===== src/verilog/mipsIsaPkg.sv =====
`default_nettype none

package mipsIsaPkg;

    typedef logic [31:0] wordT;
    typedef logic [4:0] regIdxT;
    typedef logic [5:0] opcodeT;
    typedef logic [5:0] functT;

    // first fetch address out of reset
    localparam wordT resetPc = 32'h0000_3000;

    // instruction field positions
    localparam int opLsb = 26;
    localparam int rsLsb = 21;
    localparam int rtLsb = 16;
    localparam int rdLsb = 11;
    localparam int immW = 16;
    localparam int targetW = 26;

    // primary opcodes
    localparam opcodeT opSpecial = 6'h00;
    localparam opcodeT opJ = 6'h02;
    localparam opcodeT opJal = 6'h03;
    localparam opcodeT opBeq = 6'h04;
    localparam opcodeT opOri = 6'h0d;
    localparam opcodeT opLui = 6'h0f;
    localparam opcodeT opLw = 6'h23;
    localparam opcodeT opSw = 6'h2b;

    // funct codes under opSpecial
    localparam functT fnJr = 6'h08;
    localparam functT fnAddu = 6'h21;
    localparam functT fnSubu = 6'h23;
    localparam functT fnAnd = 6'h24;
    localparam functT fnOr = 6'h25;
    localparam functT fnSlt = 6'h2a;

endpackage

`default_nettype wire


===== src/verilog/hazardUnit.sv =====
`timescale 1ns/1ps
`default_nettype none

module hazardUnit import mipsIsaPkg::*; (
    input  regIdxT readRs,
    input  regIdxT readRt,
    input  logic   isBranchOrJr,
    input  regIdxT execDest,
    input  logic   execRegWrite,
    input  logic   execReady,
    input  logic   execMemRead,
    input  regIdxT memDest,
    input  logic   memRegWrite,
    input  logic   memReady,
    output logic   stall,
    output logic   flushExec
);

    logic branchWait;
    logic loadUse;

    function automatic logic hitExec(input regIdxT idx);
        return idx != '0 && execRegWrite && execDest == idx;
    endfunction

    function automatic logic hitMem(input regIdxT idx);
        return idx != '0 && memRegWrite && memDest == idx;
    endfunction

    // a hit in execute hides any older hit in memory
    function automatic logic notReadyNow(input regIdxT idx);
        return hitExec(idx) ? !execReady : (hitMem(idx) && !memReady);
    endfunction

    // compare in decode needs its operands this cycle
    assign branchWait = isBranchOrJr && (notReadyNow(readRs) || notReadyNow(readRt));

    // other users can wait for memory forwarding, except behind a load
    assign loadUse = !isBranchOrJr && execMemRead && (hitExec(readRs) || hitExec(readRt));

    assign stall = branchWait || loadUse;
    assign flushExec = stall;

endmodule

`default_nettype wire


===== config.mk =====
export PLATFORM = sky130hd
export DESIGN_NAME = hazardUnit
export DESIGN_NICKNAME = d
export VERILOG_FILES = /design/src/verilog/mipsIsaPkg.sv /design/src/verilog/hazardUnit.sv
export SDC_FILE = /design/constraint.sdc
export NUM_CORES = 1
export LEC_CHECK = 0
export CAP_MARGIN = 30
export CORE_AREA = 4 4 41 43
export DETAILED_ROUTE_END_ITERATION = 10
export DIE_AREA = 0 0 45 47
export DONT_BUFFER_PORTS = 1
export GPL_TIMING_DRIVEN = 0
export PLACE_DENSITY = 0.47
export SLEW_MARGIN = 10
export SYNTH_ARGS = -nofsm -noshare
export SYNTH_HDL_FRONTEND = slang
export SYNTH_SLANG_ARGS = --single-unit

===== constraint.sdc =====
create_clock -name vclk -period 3.8
set_input_delay 0.95 -clock vclk [all_inputs]
set_output_delay 0.95 -clock vclk [all_outputs]
set_load 0.005 [all_outputs]

; After elaboration in Yosys (flattened, before gate mapping)
; Cells that the tools add are included.
[op_classes]
n_mux = 2
reduce_logical = 21
eq_ne = 4
[ops]
columns = op, count
row1 = $eq A5 B5 Y1, 4
row2 = $logic_and A1 B1 Y1, 13
row3 = $reduce_bool A5 Y1, 2
row4 = $logic_not A1 Y1, 3
row5 = $logic_or A1 B1 Y1, 3
row6 = $mux W1, 2
[totals]
reg_bits = 0
wordCells = 27

; Depth between registers and ports, before layout
[logic_depth]
depth_word = 8
depth_mapped = 6
depth_no_buf = 5

; Worst setup path after synthesis
; Ideal clock, no wire load.
[synth_path]
path_type = input port to output port
from = input port readRs[3]
to = output port stall
n_path_buf = 1
path_slack_ps = 739
cell_stages = 6
arrival_ps = 2111
required_ps = 2850
cell_sequence = or4_1 -> nor2_1 -> and3b_1 -> o221ai_2 -> nand2_1 -> buf_4
[synth_between]
elab_chain_len = 8
[synth_rtl]
columns = item, line
row1 = from (decl), hazardUnit.sv:5  ; input regIdxT readRs,
row2 = $reduce_bool A5 Y1, "hazardUnit.sv:23, hazardUnit.sv:27"
row3 = $logic_and A1 B1 Y1 (2 in series), hazardUnit.sv:27  ; return idx != '0 && memRegWrite && memDest == idx;
row4 = $logic_and A1 B1 Y1, hazardUnit.sv:32  ; return hitExec(idx) ? !execReady : (hitMem(idx) && !memReady);
row5 = $mux W1, hazardUnit.sv:32
row6 = $logic_or A1 B1 Y1, hazardUnit.sv:36  ; assign branchWait = isBranchOrJr && (notReadyNow(readRs) || notReadyNow(readRt));
row7 = $logic_and A1 B1 Y1, hazardUnit.sv:36
row8 = $logic_or A1 B1 Y1 *, hazardUnit.sv:41  ; assign stall = branchWait || loadUse;
row9 = to (decl), hazardUnit.sv:15  ; output logic stall,
; Mark *: on every way between the ends. The rest lies on a longest branch, timed or not.

; Final worst setup path
; Same ends and word-level chain as after synthesis.

==> run_results.csv <==
group,metric,value,unit
routing,num_vias,284,
yosys,postSynthCellCount,42,
routing,drc,0,
routing,ant_nets,0,
place,gp_congestion,0.714,
grt,first_global_vias,314,
die,die_h,47,um
timing,clock.fmax,320,MHz
setup_path,crit_slowest_cell,"or4_1",
final_layout,fill_cells,150,
setup_path,worst_ep_required_time,2.85,ns
timing,rsz0062_at_grt,"false",
yosys,ys_seq_area_share,0,%
grt,grt_pass1_wl,1.30,mm
setup_path,worstPathArrival,2.17,ns
final_layout,area_delta_synth_final,5.84,%
place,port_buffers,0,
die,die_w,45,um
clocking,hold_buffers,0,
die,dieArea,2120,um2
timing,setup_viol,0,
grt,gr-total-overflow,0,
grt,grtUsageMet2,14.4,%
setup_path,start_kind,"input pin",
yosys,synth_warnings,0,
routing,avgRoutedWirePerCell,14.2,um
routing,drt-initial-drc-count,0,
final_layout,n_clock_buffer,0,
yosys,syn_area_per_cell,7.66,um2
timing,fin_crit,3.12,ns
setup_path,crit_chain,"or4_1, nor2_1, and3b_1, o221ai_2, nand2_1, buf_4",
yosys,synth_area_leader_cell,"xnor2_1",
yosys,synth.most_common_cell,"xnor2_1",
grt,antenna_found_initial,0,
grt,gr-usage-met1,9.44,%
pwr,p_per_area,72.8,nW/um2
job,maxCapViolCount,0,
die,initial_core_util,24.7,%
final_layout,drive_above_1_share,9.52,%
pwr,p_leak,0.109,nW
grt,grt_max_degree,4,
timing,maxSlewHeadroom,75.2,%
setup_path,critPathBufInv,1,
routing,drtPass1Iterations,1,
timing,finalHoldViolCount,0,
worst_hold_path,hold_class,"in2out",
final_layout,seq_area,0,um2
final_layout,nets,70,
yosys,netlist_top_cells_area,"xnor2_1, xor2_1, a2111oi_0",
setup_path,crit_path_end_kind,"output port",
die,io_pins,28,
grt,gr-usage-met3,2.68,%
timing,setup_ws,0.679,ns
setup_path,criticalPathCategory,"in2out",
setup_path,critPathMaxStageDelay,0.50,ns
yosys,netlist_area,322,um2
clocking,post_cts_resized,0,
pwr,max-vdd-ir-drop,0.0000282,V
yosys,ys_top_cells_by_count,"xnor2_1, xor2_1, nand2_1",
setup_path,critical-path-top-delay-family,"simple AND/OR/NAND/NOR gates",
timing,tns,0,ns
setup_path,path_max_fanout,3,
final_layout,insertedDiodeCount,0,
routing,drt-total-wl,807,um
die,core_area,1300,um2
final_layout,flops_and_latches,0,
grt,grt_util_all_layers,7.87,%
yosys,synth_top_area_share,32.7,%
run_status,status,"finished, final reports clean",
grt,grt.busiest_layer,"met2",
yosys,synth.distinct_cells,16,
routing,vias_per_cell,4.98,
place,pre_cts_ws,0.666,ns
die,rows,13,
yosys,syn-num-nets,68,
clocking,post_cts_buffers,0,
timing,drv_slew,0,
timing,timing.final.crit_share,82.1,%
final_layout,multiInputGateArea,314,um2
timing,tightest_slew,0.368,ns
place,dp_hpwl,772,um
through the flow:
step / instance area [um2] / std cells / total power [W] / util [%] / hold WS [ns]
after CTS: 340 / 57 / 0.0000253 / 26.2 / 2.07
final: 340 / 57 / 0.0000248 / 26.2 / 2.06
after floorplan: 322 / 42 / 0.0000226 / - / 2.05
after global placement: 340 / 57 / 0.0000252 / 26.2 / 2.07
after detailed placement: 340 / 57 / 0.0000252 / 26.2 / 2.07
after global routing: 340 / 57 / 0.0000280 / 26.2 / 2.10
metal layers:
layer  vias up  wire [um]  part of all wire (%)
met2        19        371                    46
met3         0        115                    14
met4         0          0                     0
met5         -          0                     0
met1       114        320                    40
li1        151          -                     -
layout by cell type (no fill, tap or decap), drive strengths merged:
cell	count
a2111oi	2
and2	2
and3b	2
buf	1
nand2	4
nand4	2
nor2	2
nor2b	1
nor4	2
o21ai	1
o221ai	1
or4	2
xnor2	12
xor2	8
final cells by class:
class,instances,share of cell area [%]
Multi-Input combinational cell,41,92.3
Buffer,1,2.21
Tap cell,15,5.51
worst paths after layout:
path,startpoint,to,slack (ns),depth (start not counted)
worst max-delay path,readRs[3],stall,0.68,6
worst min-delay path,execMemRead,flushExec,2.06,2
report_power, final:
| part | switching, W | leakage [nW] | internal, W | total, W |
|---|---|---|---|---|
| registers | 0 | 0 | 0 | 0 |
| clock network | 0 | 0 | 0 | 0 |
| logic | 0.00000838 | 0.109 | 0.0000164 | 0.0000248 |
kinds of logic after synthesis:
family	synth area share, %
xor+xnor	54.5
simple gates	31.5
compound gates	11.7
buf+inv	2.34
No activity file was read; power rests on OpenSTA's default activity.
