**config.mk**
```make
export PLATFORM = sky130hd
export DESIGN_NAME = fetchUnit
export DESIGN_NICKNAME = d
export VERILOG_FILES = /design/src/verilog/mipsIsaPkg.sv /design/src/verilog/mipsPipePkg.sv /design/src/verilog/fetchUnit.sv /design/src/verilog/stageReg.sv
export SDC_FILE = /design/constraint.sdc
export NUM_CORES = 1
export LEC_CHECK = 0
export BUFFER_PORTS_ARGS = -buffer_cell sky130_fd_sc_hd__buf_2
export CAP_MARGIN = 30
export CORE_AREA = 4 4 91 110
export DETAILED_ROUTE_END_ITERATION = 6
export DIE_AREA = 0 0 95 114
export GPL_TIMING_DRIVEN = 0
export HOLD_SLACK_MARGIN = 0.08
export PLACE_DENSITY = 0.83
export SLEW_MARGIN = 15
export SYNTH_ARGS = -nofsm -noshare
export SYNTH_HDL_FRONTEND = slang
export SYNTH_SLANG_ARGS = --single-unit
export TNS_END_PERCENT = 100
```
**constraint.sdc**
```tcl
create_clock -name clk -period 0.9 [get_ports clk]
set_input_delay 0.18 -clock clk [delete_from_list [all_inputs] [get_ports clk]]
set_output_delay 0.18 -clock clk [all_outputs]
set_load 0.005 [all_outputs]
```
**src/verilog/mipsIsaPkg.sv**
```systemverilog
`default_nettype none

package mipsIsaPkg;

    typedef logic [31:0] wordT;
    typedef logic [4:0] regIdxT;
    typedef logic [5:0] opcodeT;
    typedef logic [5:0] functT;

    // first fetch address out of reset
    localparam wordT resetPc = 32'h0000_3000;

    // instruction field positions
    localparam int opLsb = 26;
    localparam int rsLsb = 21;
    localparam int rtLsb = 16;
    localparam int rdLsb = 11;
    localparam int immW = 16;
    localparam int targetW = 26;

    // primary opcodes
    localparam opcodeT opSpecial = 6'h00;
    localparam opcodeT opJ = 6'h02;
    localparam opcodeT opJal = 6'h03;
    localparam opcodeT opBeq = 6'h04;
    localparam opcodeT opOri = 6'h0d;
    localparam opcodeT opLui = 6'h0f;
    localparam opcodeT opLw = 6'h23;
    localparam opcodeT opSw = 6'h2b;

    // funct codes under opSpecial
    localparam functT fnJr = 6'h08;
    localparam functT fnAddu = 6'h21;
    localparam functT fnSubu = 6'h23;
    localparam functT fnAnd = 6'h24;
    localparam functT fnOr = 6'h25;
    localparam functT fnSlt = 6'h2a;

endpackage

`default_nettype wire

```
**src/verilog/mipsPipePkg.sv**
```systemverilog
`default_nettype none

package mipsPipePkg;

    import mipsIsaPkg::*;

    typedef enum logic [2:0] {aluAdd, aluSub, aluAnd, aluOr, aluSlt, aluLui} aluOpT;
    typedef enum logic [1:0] {wbAlu, wbMem, wbPc8} wbSelT;
    typedef enum logic [1:0] {jmpNone, jmpBeq, jmpJ, jmpJr} jumpT;

    // all-zero value is a harmless bubble
    typedef struct packed {
        regIdxT dest;
        logic regWrite;
        logic memRead;
        logic memWrite;
        aluOpT aluOp;
        logic useImm;
        wbSelT wbSel;
        jumpT jump;
    } ctrlT;

    typedef struct packed {
        wordT pc;
        wordT instr;
    } fetchToDecodeT;

    typedef struct packed {
        wordT pc;
        ctrlT ctrl;
        regIdxT rsIdx;
        regIdxT rtIdx;
        wordT rsVal;
        wordT rtVal;
        wordT imm;
        wordT pc8;
    } decodeToExecT;

    typedef struct packed {
        wordT pc;
        ctrlT ctrl;
        wordT result;
        wordT storeData;
    } execToMemT;

    typedef struct packed {
        wordT pc;
        ctrlT ctrl;
        wordT value;
    } memToWbT;

endpackage

`default_nettype wire

```
**src/verilog/fetchUnit.sv**
```systemverilog
`timescale 1ns/1ps
`default_nettype none

module fetchUnit import mipsIsaPkg::*, mipsPipePkg::*; (
    input  logic clk,
    input  logic reset,
    input  logic stall,
    input  wordT nextPc,
    output wordT pc,
    input  wordT imemData,
    output wordT decodePc,
    output wordT decodeInstr
);

    fetchToDecodeT fetched;
    fetchToDecodeT latched;

    always_ff @(posedge clk) begin
        if (reset) begin
            pc <= resetPc;
        end else if (!stall) begin
            pc <= nextPc;
        end
    end

    assign fetched = '{pc: pc, instr: imemData};

    // decode register holds its word while stalled
    stageReg #(.payloadT(fetchToDecodeT)) fetchToDecode (
        .clk(clk),
        .reset(reset),
        .enable(!stall),
        .flush(1'b0),
        .d(fetched),
        .q(latched)
    );

    assign decodePc = latched.pc;
    assign decodeInstr = latched.instr;

endmodule

`default_nettype wire

```
**src/verilog/stageReg.sv**
```systemverilog
`timescale 1ns/1ps
`default_nettype none

module stageReg #(
    parameter type payloadT = logic [31:0]
) (
    input  logic    clk,
    input  logic    reset,
    input  logic    enable,
    input  logic    flush,
    input  payloadT d,
    output payloadT q
);

    // flush beats enable so a stalled slot becomes a bubble
    always_ff @(posedge clk) begin
        if (reset || flush) begin
            q <= '0;
        end else if (enable) begin
            q <= d;
        end
    end

endmodule

`default_nettype wire
```
# --- Yosys cells after proc, flatten, opt, wreduce, memory -nomap -nowiden ---
# Cells that the tools add are included.
word_totals:
  reg_bits: 96
  output_inout_bits: 96
  wordCells: 3

# --- Longest topological paths before layout ---
logic_depth:
  word_depth: 0
  mapped_depth: 5
  ltp_nobuf: 2

# --- Cells and area by module ---
# Synthesis repeated with hierarchy kept, for this count alone.
hier_totals:
  hier_cells: 312
  area_unflattened_um2: 3523.4
by_module_without_submodules:
  columns: ["mod", "n_inst", "cells_per_inst", "area_per_inst_um2"]
  rows:
  - ["stageReg", 1, 207, 2348.5]
  - ["fetchUnit", 1, 105, 1174.9]

# --- Least setup slack after synthesis ---
# No wires, ideal clock.
synth_timing:
  path_kind: "input to register"
  start: "input port stall"
  end: "register pc[12]"
  setup_ns: 0.120
  t_arrival_ns: 0.819
  t_required_ns: 0.780
  setup_slack_ns: -0.038
  cell_stages: 4
  path_cell_list: "buf_6 > buf_8 > buf_8 > a211o_1"
synth_lines:
  columns: ["item", "line_no", "source"]
  rows:
  - ["start, declared", "fetchUnit.sv:7", "input logic stall,"]
  - ["end signal, assigned", "fetchUnit.sv:20", "pc <= resetPc;"]
  - ["end signal, assigned", "fetchUnit.sv:22", "pc <= nextPc;"]
  - ["end, declared", "fetchUnit.sv:9", "output wordT pc,"]
# No word-level cell between the ends.

# --- Final worst setup path ---
layout_timing:
  start: "register pc[0]"
  end: "output port pc[0]"
# No word-level cell between the ends.

==> metrics <==
status=finished, violations left; failing checks=negative setup slack; Antenna Nets Post-Route=0; vias per inst=4.71; Yosys cell types=11; Crit. End Element=primary output; critical path, cell by cell=buf_2; layout cell share with drive strength beyond 1=56.3%; Placer Congestion=0.738; post-route clock period utilization=111%; Die Width=95 µm; H-tree depth=3; class of the most critical setup path=flip-flop to primary output; # port buffers=160; crit path time final=0.997 ns; Startpoint Class=flip-flop; Initial DRC Count=80; final-report hold violation count=0; Leak=3.05 nW; kind of cell adding the most delay to the critical path=flip-flops; setup slack after layout=-0.0969 ns; worst min-delay path class=input pin to flip-flop; Seq. cell area=2040 µm²; Die Height=114 µm; VDD IR max=0.000819 V; f_max=1.00 GHz; nets@finish=656; post-DP HPWL=6360 µm; Final setup viols=99; sequential-to-total area share from yosys stat=56.0%; Worst-Skew Late Latency=0.34 ns; post-route cell area=5960 µm²; FF+latch count, synth=96; # IOs=163; dpl cell area=4400 µm²; Mapped Avg Cell Area=11.1 µm²; Post-Syn Area=3430 µm²; CTS Buf Count=9; CTS tree=yes; first-pass GRT wire length=16800 µm; vias in the first global route=3594; drt total wl=11500 µm; Core ar.=8940 µm²; RSZ-0062 raised after global routing=yes; cell taking the most area after synthesis=dfxtp_1; critical path buffer and inverter count=1; Area contributors post-synth=dfxtp_1 56%, mux2i_1 27%, nor2_1 10%; # DRC=0; DR vias=3357; overflow left after global routing=0; Crit path required time=0.72 ns; CP max stage cell=dfxtp_2; Reg clk slew, reported paths=0.09 ns; skew final=0.00422 ns; top cell type's share of synthesized area=56.0%; clock root buffer=clkbuf_8; pin count of the biggest net entering global routing=14; initial antenna violation count=0; mean routed wirelength per cell=16.2 µm; CP arrival=0.82 ns; Max Slew Vio Count=0; synth warn=0; pwr dens=1470 nW/µm²; row count=38; Synthesized Nets=377; drt pass-1 iters=4; initial core utilization=38.4%; setup_tns=-6.76 ns; # fillers=671; gr usage total=19.8%; clock sinks=96; Area growth syn-to-layout=73.7%; Die ar.=10800 µm²; clk buf depth=2; CP max stage delay=0.35 ns; max-cap violation count=0; worst-path maximum fanout=3; Slew @ Worst Pin=0.525 ns; Post-Synthesis Cells=310; Max-Slew Margin vs Limit=65.0%; multi-input gate area in the final layout=1320 µm²
-- cells in the final DEF (no fill, tap or decap) --
cell type / netlist / routed
dfxtp_2: 0 / 96
a211o_1: 2 / 2
clkbuf_8: 0 / 11
clkinv_2: 0 / 1
diode_2: 0 / 1
buf_12: 3 / 4
buf_4: 6 / 50
dlygate4sd3_1: 0 / 60
clkbuf_1: 8 / 6
nor2_1: 94 / 94
mux2i_1: 94 / 94
buf_6: 1 / 53
clkbuf_2: 0 / 3
buf_8: 2 / 2
buf_2: 2 / 113
nor2b_1: 2 / 2
-- final timing paths --
check / cells past startpoint / end / startpoint / slack [ns]
max: 1 / pc[0] / pc[0] / -0.1
max reg2reg: 4 / pc[16] / pc[16] / -0.03
min reg2reg: 2 / fetchToDecode.q[20] / fetchToDecode.q[20] / 0.49
min: 3 / pc[25] / nextPc[25] / 0.12
-- cell families after synthesis --
logic type | after synthesis | synth area share (%)
flip-flops | 96 | 56.0
AND/OR/NAND/NOR | 96 | 10.6
multiplexers | 94 | 27.4
buffers and inverters | 22 | 5.43
AO/OA/AOI/OAI | 2 | 0.510
-- what timing repair did --
item | 4_1_cts | 5_1_grt
endpoints found under the hold margin | 58 | 2
pin swaps | 0 | 1
buffers inserted | 31 | 17
hold buffers | 58 | 2
gates resized for setup | 114 | 35
setup endpoints to repair | 96 | 96
-- where the power goes --
part | total [mW] | switching [mW] | leakage [nW] | internal, mW
clock | 2.47 | 1.36 | 0.0842 | 1.11
sequential | 4.67 | 0.153 | 0.825 | 4.51
combinational | 1.61 | 0.629 | 2.14 | 0.982
-- sequential cells by signal, indices dropped and copies added (netlist names) --
signal / count
fetchToDecode.q: 64
pc: 32
-- Yosys cell counts, drive strengths merged --
library cell / instances
a211o: 2
buf: 14
clkbuf: 8
dfxtp: 96
mux2i: 94
nor2: 94
nor2b: 2
-- per-layer routing --
layer / share of wire (%) / track usage [%]
met1: 36 / 19.9
met2: 55 / 37.0
met3: 5.3 / 4.62
met4: 3.2 / 10.4
met5: 0 / 0
-- through the flow --
stage               setup slack (ns)  std cells  utilization [%]  hold WS [ns]  total power [mW]
floorplan                    -0.0291        310                -         0.324              5.25
global placement              -0.161        590             49.2         0.409              5.69
detailed placement            -0.155        590             49.2         0.417              5.73
CTS                          -0.0989        692             62.7        0.0804              8.56
global route                  -0.155        711             66.7         0.111              9.16
finish                       -0.0969        712             66.7         0.119              8.75
-- worst min-delay path: stages --
cell	delay (ns)
buf_2	0.08
mux2i_1	0.07
nor2_1	0.10
-- cell type report --
| class | count | share of cell area, % |
|---|---|---|
| multi-input cells | 192 | 22.2 |
| plain buffers | 22 | 3.34 |
| well taps | 120 | 2.52 |
| clock buffers | 12 | 2.60 |
| diodes | 1 | 0.0420 |
| flip-flops and latches | 96 | 34.3 |
| repair buffers | 268 | 34.9 |
| clock inverters | 1 | 0.0840 |
Note: power is estimated with default switching activity, not from simulation.
