$ cat src/verilog/mipsIsaPkg.sv
`default_nettype none

package mipsIsaPkg;

    typedef logic [31:0] wordT;
    typedef logic [4:0] regIdxT;
    typedef logic [5:0] opcodeT;
    typedef logic [5:0] functT;

    // first fetch address out of reset
    localparam wordT resetPc = 32'h0000_3000;

    // instruction field positions
    localparam int opLsb = 26;
    localparam int rsLsb = 21;
    localparam int rtLsb = 16;
    localparam int rdLsb = 11;
    localparam int immW = 16;
    localparam int targetW = 26;

    // primary opcodes
    localparam opcodeT opSpecial = 6'h00;
    localparam opcodeT opJ = 6'h02;
    localparam opcodeT opJal = 6'h03;
    localparam opcodeT opBeq = 6'h04;
    localparam opcodeT opOri = 6'h0d;
    localparam opcodeT opLui = 6'h0f;
    localparam opcodeT opLw = 6'h23;
    localparam opcodeT opSw = 6'h2b;

    // funct codes under opSpecial
    localparam functT fnJr = 6'h08;
    localparam functT fnAddu = 6'h21;
    localparam functT fnSubu = 6'h23;
    localparam functT fnAnd = 6'h24;
    localparam functT fnOr = 6'h25;
    localparam functT fnSlt = 6'h2a;

endpackage

`default_nettype wire

$ cat src/verilog/mipsPipePkg.sv
`default_nettype none

package mipsPipePkg;

    import mipsIsaPkg::*;

    typedef enum logic [2:0] {aluAdd, aluSub, aluAnd, aluOr, aluSlt, aluLui} aluOpT;
    typedef enum logic [1:0] {wbAlu, wbMem, wbPc8} wbSelT;
    typedef enum logic [1:0] {jmpNone, jmpBeq, jmpJ, jmpJr} jumpT;

    // all-zero value is a harmless bubble
    typedef struct packed {
        regIdxT dest;
        logic regWrite;
        logic memRead;
        logic memWrite;
        aluOpT aluOp;
        logic useImm;
        wbSelT wbSel;
        jumpT jump;
    } ctrlT;

    typedef struct packed {
        wordT pc;
        wordT instr;
    } fetchToDecodeT;

    typedef struct packed {
        wordT pc;
        ctrlT ctrl;
        regIdxT rsIdx;
        regIdxT rtIdx;
        wordT rsVal;
        wordT rtVal;
        wordT imm;
        wordT pc8;
    } decodeToExecT;

    typedef struct packed {
        wordT pc;
        ctrlT ctrl;
        wordT result;
        wordT storeData;
    } execToMemT;

    typedef struct packed {
        wordT pc;
        ctrlT ctrl;
        wordT value;
    } memToWbT;

endpackage

`default_nettype wire

$ cat src/verilog/executeStage.sv
`timescale 1ns/1ps
`default_nettype none

module executeStage import mipsIsaPkg::*, mipsPipePkg::*; (
    input  logic   clk,
    input  logic   reset,
    input  logic   flush,
    input  wordT   dxPc,
    input  ctrlT   dxCtrl,
    input  regIdxT dxRsIdx,
    input  regIdxT dxRtIdx,
    input  wordT   dxRsVal,
    input  wordT   dxRtVal,
    input  wordT   dxImm,
    input  wordT   dxPc8,
    input  regIdxT memDest,
    input  logic   memRegWrite,
    input  wordT   memValue,
    input  logic   wbValid,
    input  regIdxT wbReg,
    input  wordT   wbData,
    output wordT   execPc,
    output ctrlT   execCtrl,
    output wordT   execResult,
    output wordT   execStoreData,
    output logic   execReady
);

    decodeToExecT dxIn;
    decodeToExecT ex;
    wordT opA;
    wordT rtValue;
    wordT opB;
    wordT aluY;

    assign dxIn = '{pc: dxPc, ctrl: dxCtrl, rsIdx: dxRsIdx, rtIdx: dxRtIdx,
                    rsVal: dxRsVal, rtVal: dxRtVal, imm: dxImm, pc8: dxPc8};

    stageReg #(.payloadT(decodeToExecT)) decodeToExec (
        .clk(clk),
        .reset(reset),
        .enable(1'b1),
        .flush(flush),
        .d(dxIn),
        .q(ex)
    );

    // values that were still in flight when decoded
    function automatic wordT forwardOperand(input regIdxT idx, input wordT held);
        return (idx == '0) ? '0 :
               (memRegWrite && memDest == idx) ? memValue :
               (wbValid && wbReg == idx) ? wbData : held;
    endfunction

    assign opA = forwardOperand(ex.rsIdx, ex.rsVal);
    assign rtValue = forwardOperand(ex.rtIdx, ex.rtVal);
    assign opB = ex.ctrl.useImm ? ex.imm : rtValue;

    always_comb begin
        case (ex.ctrl.aluOp)
            aluAdd: aluY = opA + opB;
            aluSub: aluY = opA - opB;
            aluAnd: aluY = opA & opB;
            aluOr: aluY = opA | opB;
            aluSlt: aluY = {31'b0, $signed(opA) < $signed(opB)};
            aluLui: aluY = {opB[15:0], 16'h0};
            default: aluY = '0;
        endcase
    end

    // only the link value is usable by a branch in decode
    assign execReady = (ex.ctrl.wbSel == wbPc8);
    assign execResult = execReady ? ex.pc8 : aluY;
    assign execStoreData = rtValue;
    assign execPc = ex.pc;
    assign execCtrl = ex.ctrl;

endmodule

`default_nettype wire

$ cat src/verilog/stageReg.sv
`timescale 1ns/1ps
`default_nettype none

module stageReg #(
    parameter type payloadT = logic [31:0]
) (
    input  logic    clk,
    input  logic    reset,
    input  logic    enable,
    input  logic    flush,
    input  payloadT d,
    output payloadT q
);

    // flush beats enable so a stalled slot becomes a bubble
    always_ff @(posedge clk) begin
        if (reset || flush) begin
            q <= '0;
        end else if (enable) begin
            q <= d;
        end
    end

endmodule

`default_nettype wire
$ cat config.mk
export PLATFORM = sky130hd
export DESIGN_NAME = executeStage
export DESIGN_NICKNAME = d
export VERILOG_FILES = /design/src/verilog/mipsIsaPkg.sv /design/src/verilog/mipsPipePkg.sv /design/src/verilog/executeStage.sv /design/src/verilog/stageReg.sv
export SDC_FILE = /design/constraint.sdc
export NUM_CORES = 1
export LEC_CHECK = 0
export ABC_AREA = 1
export BUFFER_PORTS_ARGS = -buffer_cell sky130_fd_sc_hd__buf_2
export CELL_PAD_IN_SITES_DETAIL_PLACEMENT = 0
export CELL_PAD_IN_SITES_GLOBAL_PLACEMENT = 1
export CORE_UTILIZATION = 37
export CTS_BUF_LIST = sky130_fd_sc_hd__clkbuf_16
export DETAILED_ROUTE_END_ITERATION = 8
export PLACE_DENSITY_LB_ADDON = 0.1
export SLEW_MARGIN = 5
export SYNTH_ARGS = -nofsm -noshare
export SYNTH_HDL_FRONTEND = slang
export SYNTH_SLANG_ARGS = --single-unit
$ cat constraint.sdc
create_clock -name clk -period 5.5 [get_ports clk]
set_input_delay 1.1 -clock clk [delete_from_list [all_inputs] [get_ports clk]]
set_output_delay 1.1 -clock clk [all_outputs]
set_load 0.005 [all_outputs]
* After elaboration in Yosys (flattened, before gate mapping)
Index checks and enable logic that the tools add are counted.
** Word-level totals
- Output and inout port bits :: 113
- Bits in latches :: 0
- Bits in registers :: 186
- Memory bits (read-only) :: 0
- RAM bits :: 0
- Memories :: 0
** Cells by class
- Bitwise operators :: 2
- Reductions and logical operators :: 8
- Multipliers :: 0
- Divide/modulo/power cells :: 0
- Multiplexer cells :: 9
- Add/subtract/negate cells :: 2
- Shift operators :: 0
- Magnitude comparators :: 1
- Equality and inequality tests :: 10
** Operators with widths (count)
- 32-bit two-way mux :: 8
- 32-bit case mux with 6 select lines :: 1
- 32-bit adder :: 1
- 32-bit AND :: 1
- 32-bit less-than comparator :: 1
- 32-bit bitwise OR :: 1
- 32-bit subtractor :: 1
- 5-bit equality test :: 4
- 5-bit zero test :: 2
- 3-bit by 2-bit equality test with 1-bit output, second input constant :: 2
- 3-bit equality test, second input constant :: 2
- 1-bit logical AND :: 4
- 3-bit by 1-bit equality test with 1-bit output, second input constant :: 1
- 3-bit zero test :: 1
- 2-bit equality test, second input constant :: 1
- 1-bit logical OR :: 1

* Logic depth before layout (Yosys ltp)
- Depth in word-level cells :: 9
- Gate-level depth with buffers :: 31

* Hierarchy
From an unflattened synthesis, not the netlist that was laid out.
** Unflattened totals
- Cell total of the unflattened synthesis :: 3233
- Area, all modules :: 17161.5 um^2
** By module, submodules not included
- executeStage :: sequential area each 0.0 um^2, area an instance 9639.2 um^2, times used 1, cells an instance 2055
- stageReg :: sequential area each 3723.6 um^2, area an instance 7522.2 um^2, times used 1, cells an instance 1178

* Least setup slack after synthesis
Ideal clock, no wire load.
- Path type :: input to output
- Start :: input memDest[0]
- End :: output execResult[20]
- Setup slack :: 621 ps
- Arrival :: 3779 ps
- Cell stages on the path :: 27
- Path buffers :: 2
- Cells stage by stage :: inv_1 -> nand2_1 -> o21ai_0 -> nor2_1 -> nand3_2 -> buf_6 -> buf_6 -> nand3_1 -> nand2_1 -> nand2_1 -> o21ai_0 -> inv_1 -> ha_1 -> inv_2 -> fa_1 -> inv_1 -> nand3_1 -> nand3_1 -> nand3_1 -> nand3_1 -> nand2_1 -> nand2_1 -> nand2_1 -> nand3_1 -> o21ai_0 -> o21ai_1 -> nand2_1
** Between the ends
- Word-level cells in the longest chain between the ends :: 8
- Elaborated cells between the ends (all ways) :: 15
** Ends and longest elaborated chain
- start: declaration :: RTL line executeStage.sv:16 : input regIdxT memDest,
- 5-bit equality test :: RTL line executeStage.sv:51 : (memRegWrite && memDest == idx) ? memValue :
- 1-bit logical AND :: RTL line executeStage.sv:51
- 32-bit two-way mux :: RTL line executeStage.sv:51
- 32-bit two-way mux :: RTL line executeStage.sv:50 : return (idx == '0) ? '0 :
- 32-bit two-way mux :: RTL line executeStage.sv:57 : assign opB = ex.ctrl.useImm ? ex.imm : rtValue;
- 32-bit subtractor (tied with other cells) :: RTL line executeStage.sv:62 : aluSub: aluY = opA - opB;
- 32-bit case mux with 6 select lines (*) :: RTL line executeStage.sv:60 : case (ex.ctrl.aluOp)
- 32-bit two-way mux (*) :: RTL line executeStage.sv:73 : assign execResult = execReady ? ex.pc8 : aluY;
- end: declaration :: RTL line executeStage.sv:24 : output wordT execResult,
Every way passes the cells marked *; elsewhere a longest branch is shown, timed or not.

* Worst setup path in the final report
- Start :: input wbReg[3]
- End :: output execResult[21]
** Between the ends
- Word-level cells in the longest chain between the ends :: 9
- Elaborated cells between the ends (all ways) :: 17
** Ends and longest elaborated chain
- start: declaration :: RTL line executeStage.sv:20 : input regIdxT wbReg,
- 5-bit equality test :: RTL line executeStage.sv:52 : (wbValid && wbReg == idx) ? wbData : held;
- 1-bit logical AND :: RTL line executeStage.sv:52
- 32-bit two-way mux :: RTL line executeStage.sv:52
- 32-bit two-way mux :: RTL line executeStage.sv:51
- 32-bit two-way mux :: RTL line executeStage.sv:50
- 32-bit two-way mux :: RTL line executeStage.sv:57
- 32-bit subtractor (tied with other cells) :: RTL line executeStage.sv:62
- 32-bit case mux with 6 select lines (*) :: RTL line executeStage.sv:60
- 32-bit two-way mux (*) :: RTL line executeStage.sv:73
Marks and branches as above.

==> impl_metrics.ini <==
[outcome]
status = finished, violations left
violations = setup timing

[timing]
tightest_slew_ns = 0.915
finalMaxSlewViolations = 0
hold_viol_final = 0
maxSlewHeadroom_pct = 39.0
fin_ws_ns = -0.0551
fmax_mhz = 180
finalSetupTns_ns = -0.0551
setup_viol = 1
final.period_utilization_pct = 101
period_minus_slack_ns = 5.56
rsz0062_at_grt = yes

[critical_path]
crit_buf_inv = 10
start_kind = primary input
critical_path_class = in2out
worstSetupEndpoint = execResult[21]
slowest_stage = a221oi_4
max_stage_delay_ns = 0.27
cp_max_fo = 7
cp_num_cells = 28
worstPathRequired_ns = 4.40
arrival_ns = 4.46
cp_top_family = simple AND/OR/NAND/NOR gates
end_kind = primary output
crit_start = wbReg[3]

[route]
num_vias = 18738
viasPerCell = 4.80
wl_per_cell_um = 17.8
drc_errors = 0
drt_iter0_markers = 1289
drt-pass1-iter-count = 6
ant_nets = 0
routed_wirelength_um = 69600

[layout]
fin_cells = 3904
area_growth_pct = 53.4
drive_gt1_share_pct = 43.2
fill_cells = 4162
final_cell_mix = nand2_1, inv_1, buf_4
top_regs = decodeToExec.q: 186 flops
final_common_cell = nand2_1
regArea_mm2 = 0.00372
regMostFlops = decodeToExec.q
largest_reg_flops = 186
layout.nets = 3721
fin_util_pct = 57.5
multi_input_area_mm2 = 0.0107

[power]
leakagePower_nw = 13.7
power_density_mw_per_mm2 = 198
ir_drop_mv = 0.155
finalPower_mw = 4.65

[global_routing]
grt_overflow = 0
grt_pass1_vias = 18303
antenna_found_initial = 9
grt_start_max_net_pins = 110
grtUsageTotal_pct = 32.5
grt_pass1_wl_um = 103000

[synth]
yosysUniqueCellTypes = 41
avgSynthCellArea_um2 = 5.73
synth_warnings = 0
syn_inst = 2674
ys_ff_latch = 186
syn_nets = 3041
synthesis.area_mm2 = 0.0153
yosysSeqAreaShare_pct = 24.3

[floorplanning]
coreArea_mm2 = 0.0408
die_area_mm2 = 0.0422
initial_core_util_pct = 37.5
ioPinCount = 378
fp.dieH_um = 205
rows = 74
fp.dieW_um = 205

[clock_tree]
ctsHoldBuffers = 0
clkTransAtPathRegs_ns = 0.08
clockRootBuffer = clkbuf_16
cts_sinks = 186
cts_tree = yes
clockBufferDepth = 2
cts_buffers = 17
htree_levels = 4

[worst_hold_path]
hold_class = in2reg

[place]
io_buffers = 377
place.gp.congestion = 0.976
hpwl_um = 56700
dp.cells = 3819

[run]
max_cap_viol_count = 0
[worst min-delay path by stage]
stage                startpoint                              to  slack (ns)  cells past startpoint
floorplan              dxPc8[0]    decodeToExec.q[0]$_SDFF_PP0_        1.21                      2
global placement      dxCtrl[1]  decodeToExec.q[139]$_SDFF_PP0_        1.31                      3
detailed placement  dxRtVal[31]   decodeToExec.q[95]$_SDFF_PP0_        1.32                      3
CTS                  dxCtrl[15]  decodeToExec.q[153]$_SDFF_PP0_        0.82                      3
global route           dxPc[13]  decodeToExec.q[167]$_SDFF_PP0_        0.84                      3
finish               dxCtrl[15]  decodeToExec.q[153]$_SDFF_PP0_        0.84                      3
[what timing repair did]
item,CTS,global route
pin swaps,65,193
setup buffers,25,24
hold endpoints to repair,0,0
gates resized for setup,327,427
setup endpoints to repair,28,28
gates cloned,5,1
[stage by stage]
step	hold slack, ns	setup WS (ns)	instance area (µm²)
global route	0.838	-0.196	23500
floorplan	1.21	0.621	15300
finish	0.843	-0.0551	23500
detailed placement	1.32	-0.747	19900
global placement	1.31	-0.774	19900
CTS	0.825	-0.0450	22000
[tightest hold or removal path: cells and delay by family]
family | cells | cell delay (ns)
buffers and inverters | 2 | 0.13
and+or+nand+nor | 1 | 0.03
[layer usage]
layer | track usage [%] | vias up | wire length (µm)
li1 | - | 9328 | -
met1 | 41.7 | 8699 | 30000
met2 | 55.5 | 590 | 33500
met3 | 3.88 | 115 | 3690
met4 | 12.5 | 6 | 2350
met5 | 0 | - | 34
[area by class of cell]
type	count	area share, %
timing repair buffer	810	23.4
sequential	186	15.9
multi-input combinational	1731	45.5
inverter	608	9.78
antenna	5	0.0533
clock buffer	17	1.81
clock inverter	15	0.746
tap	532	2.83
[logic make-up after synthesis]
group | share of synthesized area, %
simple gates | 36.0
buf+inv | 20.7
compound gates | 10.6
flops | 24.3
fa+ha+maj | 8.43
xor+xnor | 0.0572
[cells in the mapped netlist]
master | count | area (µm²)
o2111ai_1 | 1 | 8.76
nand2_2 | 6 | 37.5
and2_2 | 1 | 7.51
a21oi_2 | 2 | 17.5
inv_1 | 591 | 2220
o22ai_1 | 21 | 131
nor2_2 | 12 | 75.1
clkbuf_2 | 3 | 15.0
nor2_4 | 2 | 22.5
xor2_1 | 1 | 8.76
a21boi_0 | 1 | 7.51
ha_1 | 100 | 1250
nand4_1 | 28 | 175
inv_2 | 15 | 56.3
a21oi_1 | 99 | 495
nand2_1 | 723 | 2710
buf_2 | 32 | 160
o211ai_1 | 17 | 128
buf_1 | 4 | 15.0
nand3_1 | 178 | 891
nor2_1 | 356 | 1340
buf_6 | 8 | 90.1
nand3_2 | 5 | 50.1
o21ai_1 | 51 | 255
o21ai_2 | 19 | 166
clkbuf_1 | 44 | 165
a31oi_1 | 1 | 6.26
clkinv_1 | 2 | 7.51
a221oi_2 | 2 | 30.0
clkbuf_4 | 1 | 7.51
or2_2 | 13 | 81.3
a22o_1 | 1 | 8.76
nor3_2 | 3 | 30.0
o21ai_0 | 64 | 320
and2_1 | 4 | 25.0
dfxtp_1 | 186 | 3720
nor3_1 | 11 | 55.1
and3_1 | 1 | 6.26
fa_1 | 2 | 40.0
buf_4 | 57 | 428
o21bai_1 | 6 | 45.0
[report_power, final]
group	internal [mW]	switching [mW]	total [mW]	leakage, nW
Sequential	1.40	0.0210	1.42	1.53
Combinational	0.840	1.13	1.97	11.9
Clock	0.615	0.643	1.26	0.294
Total	2.86	1.79	4.65	13.7
No activity file was read; power rests on OpenSTA's default activity.
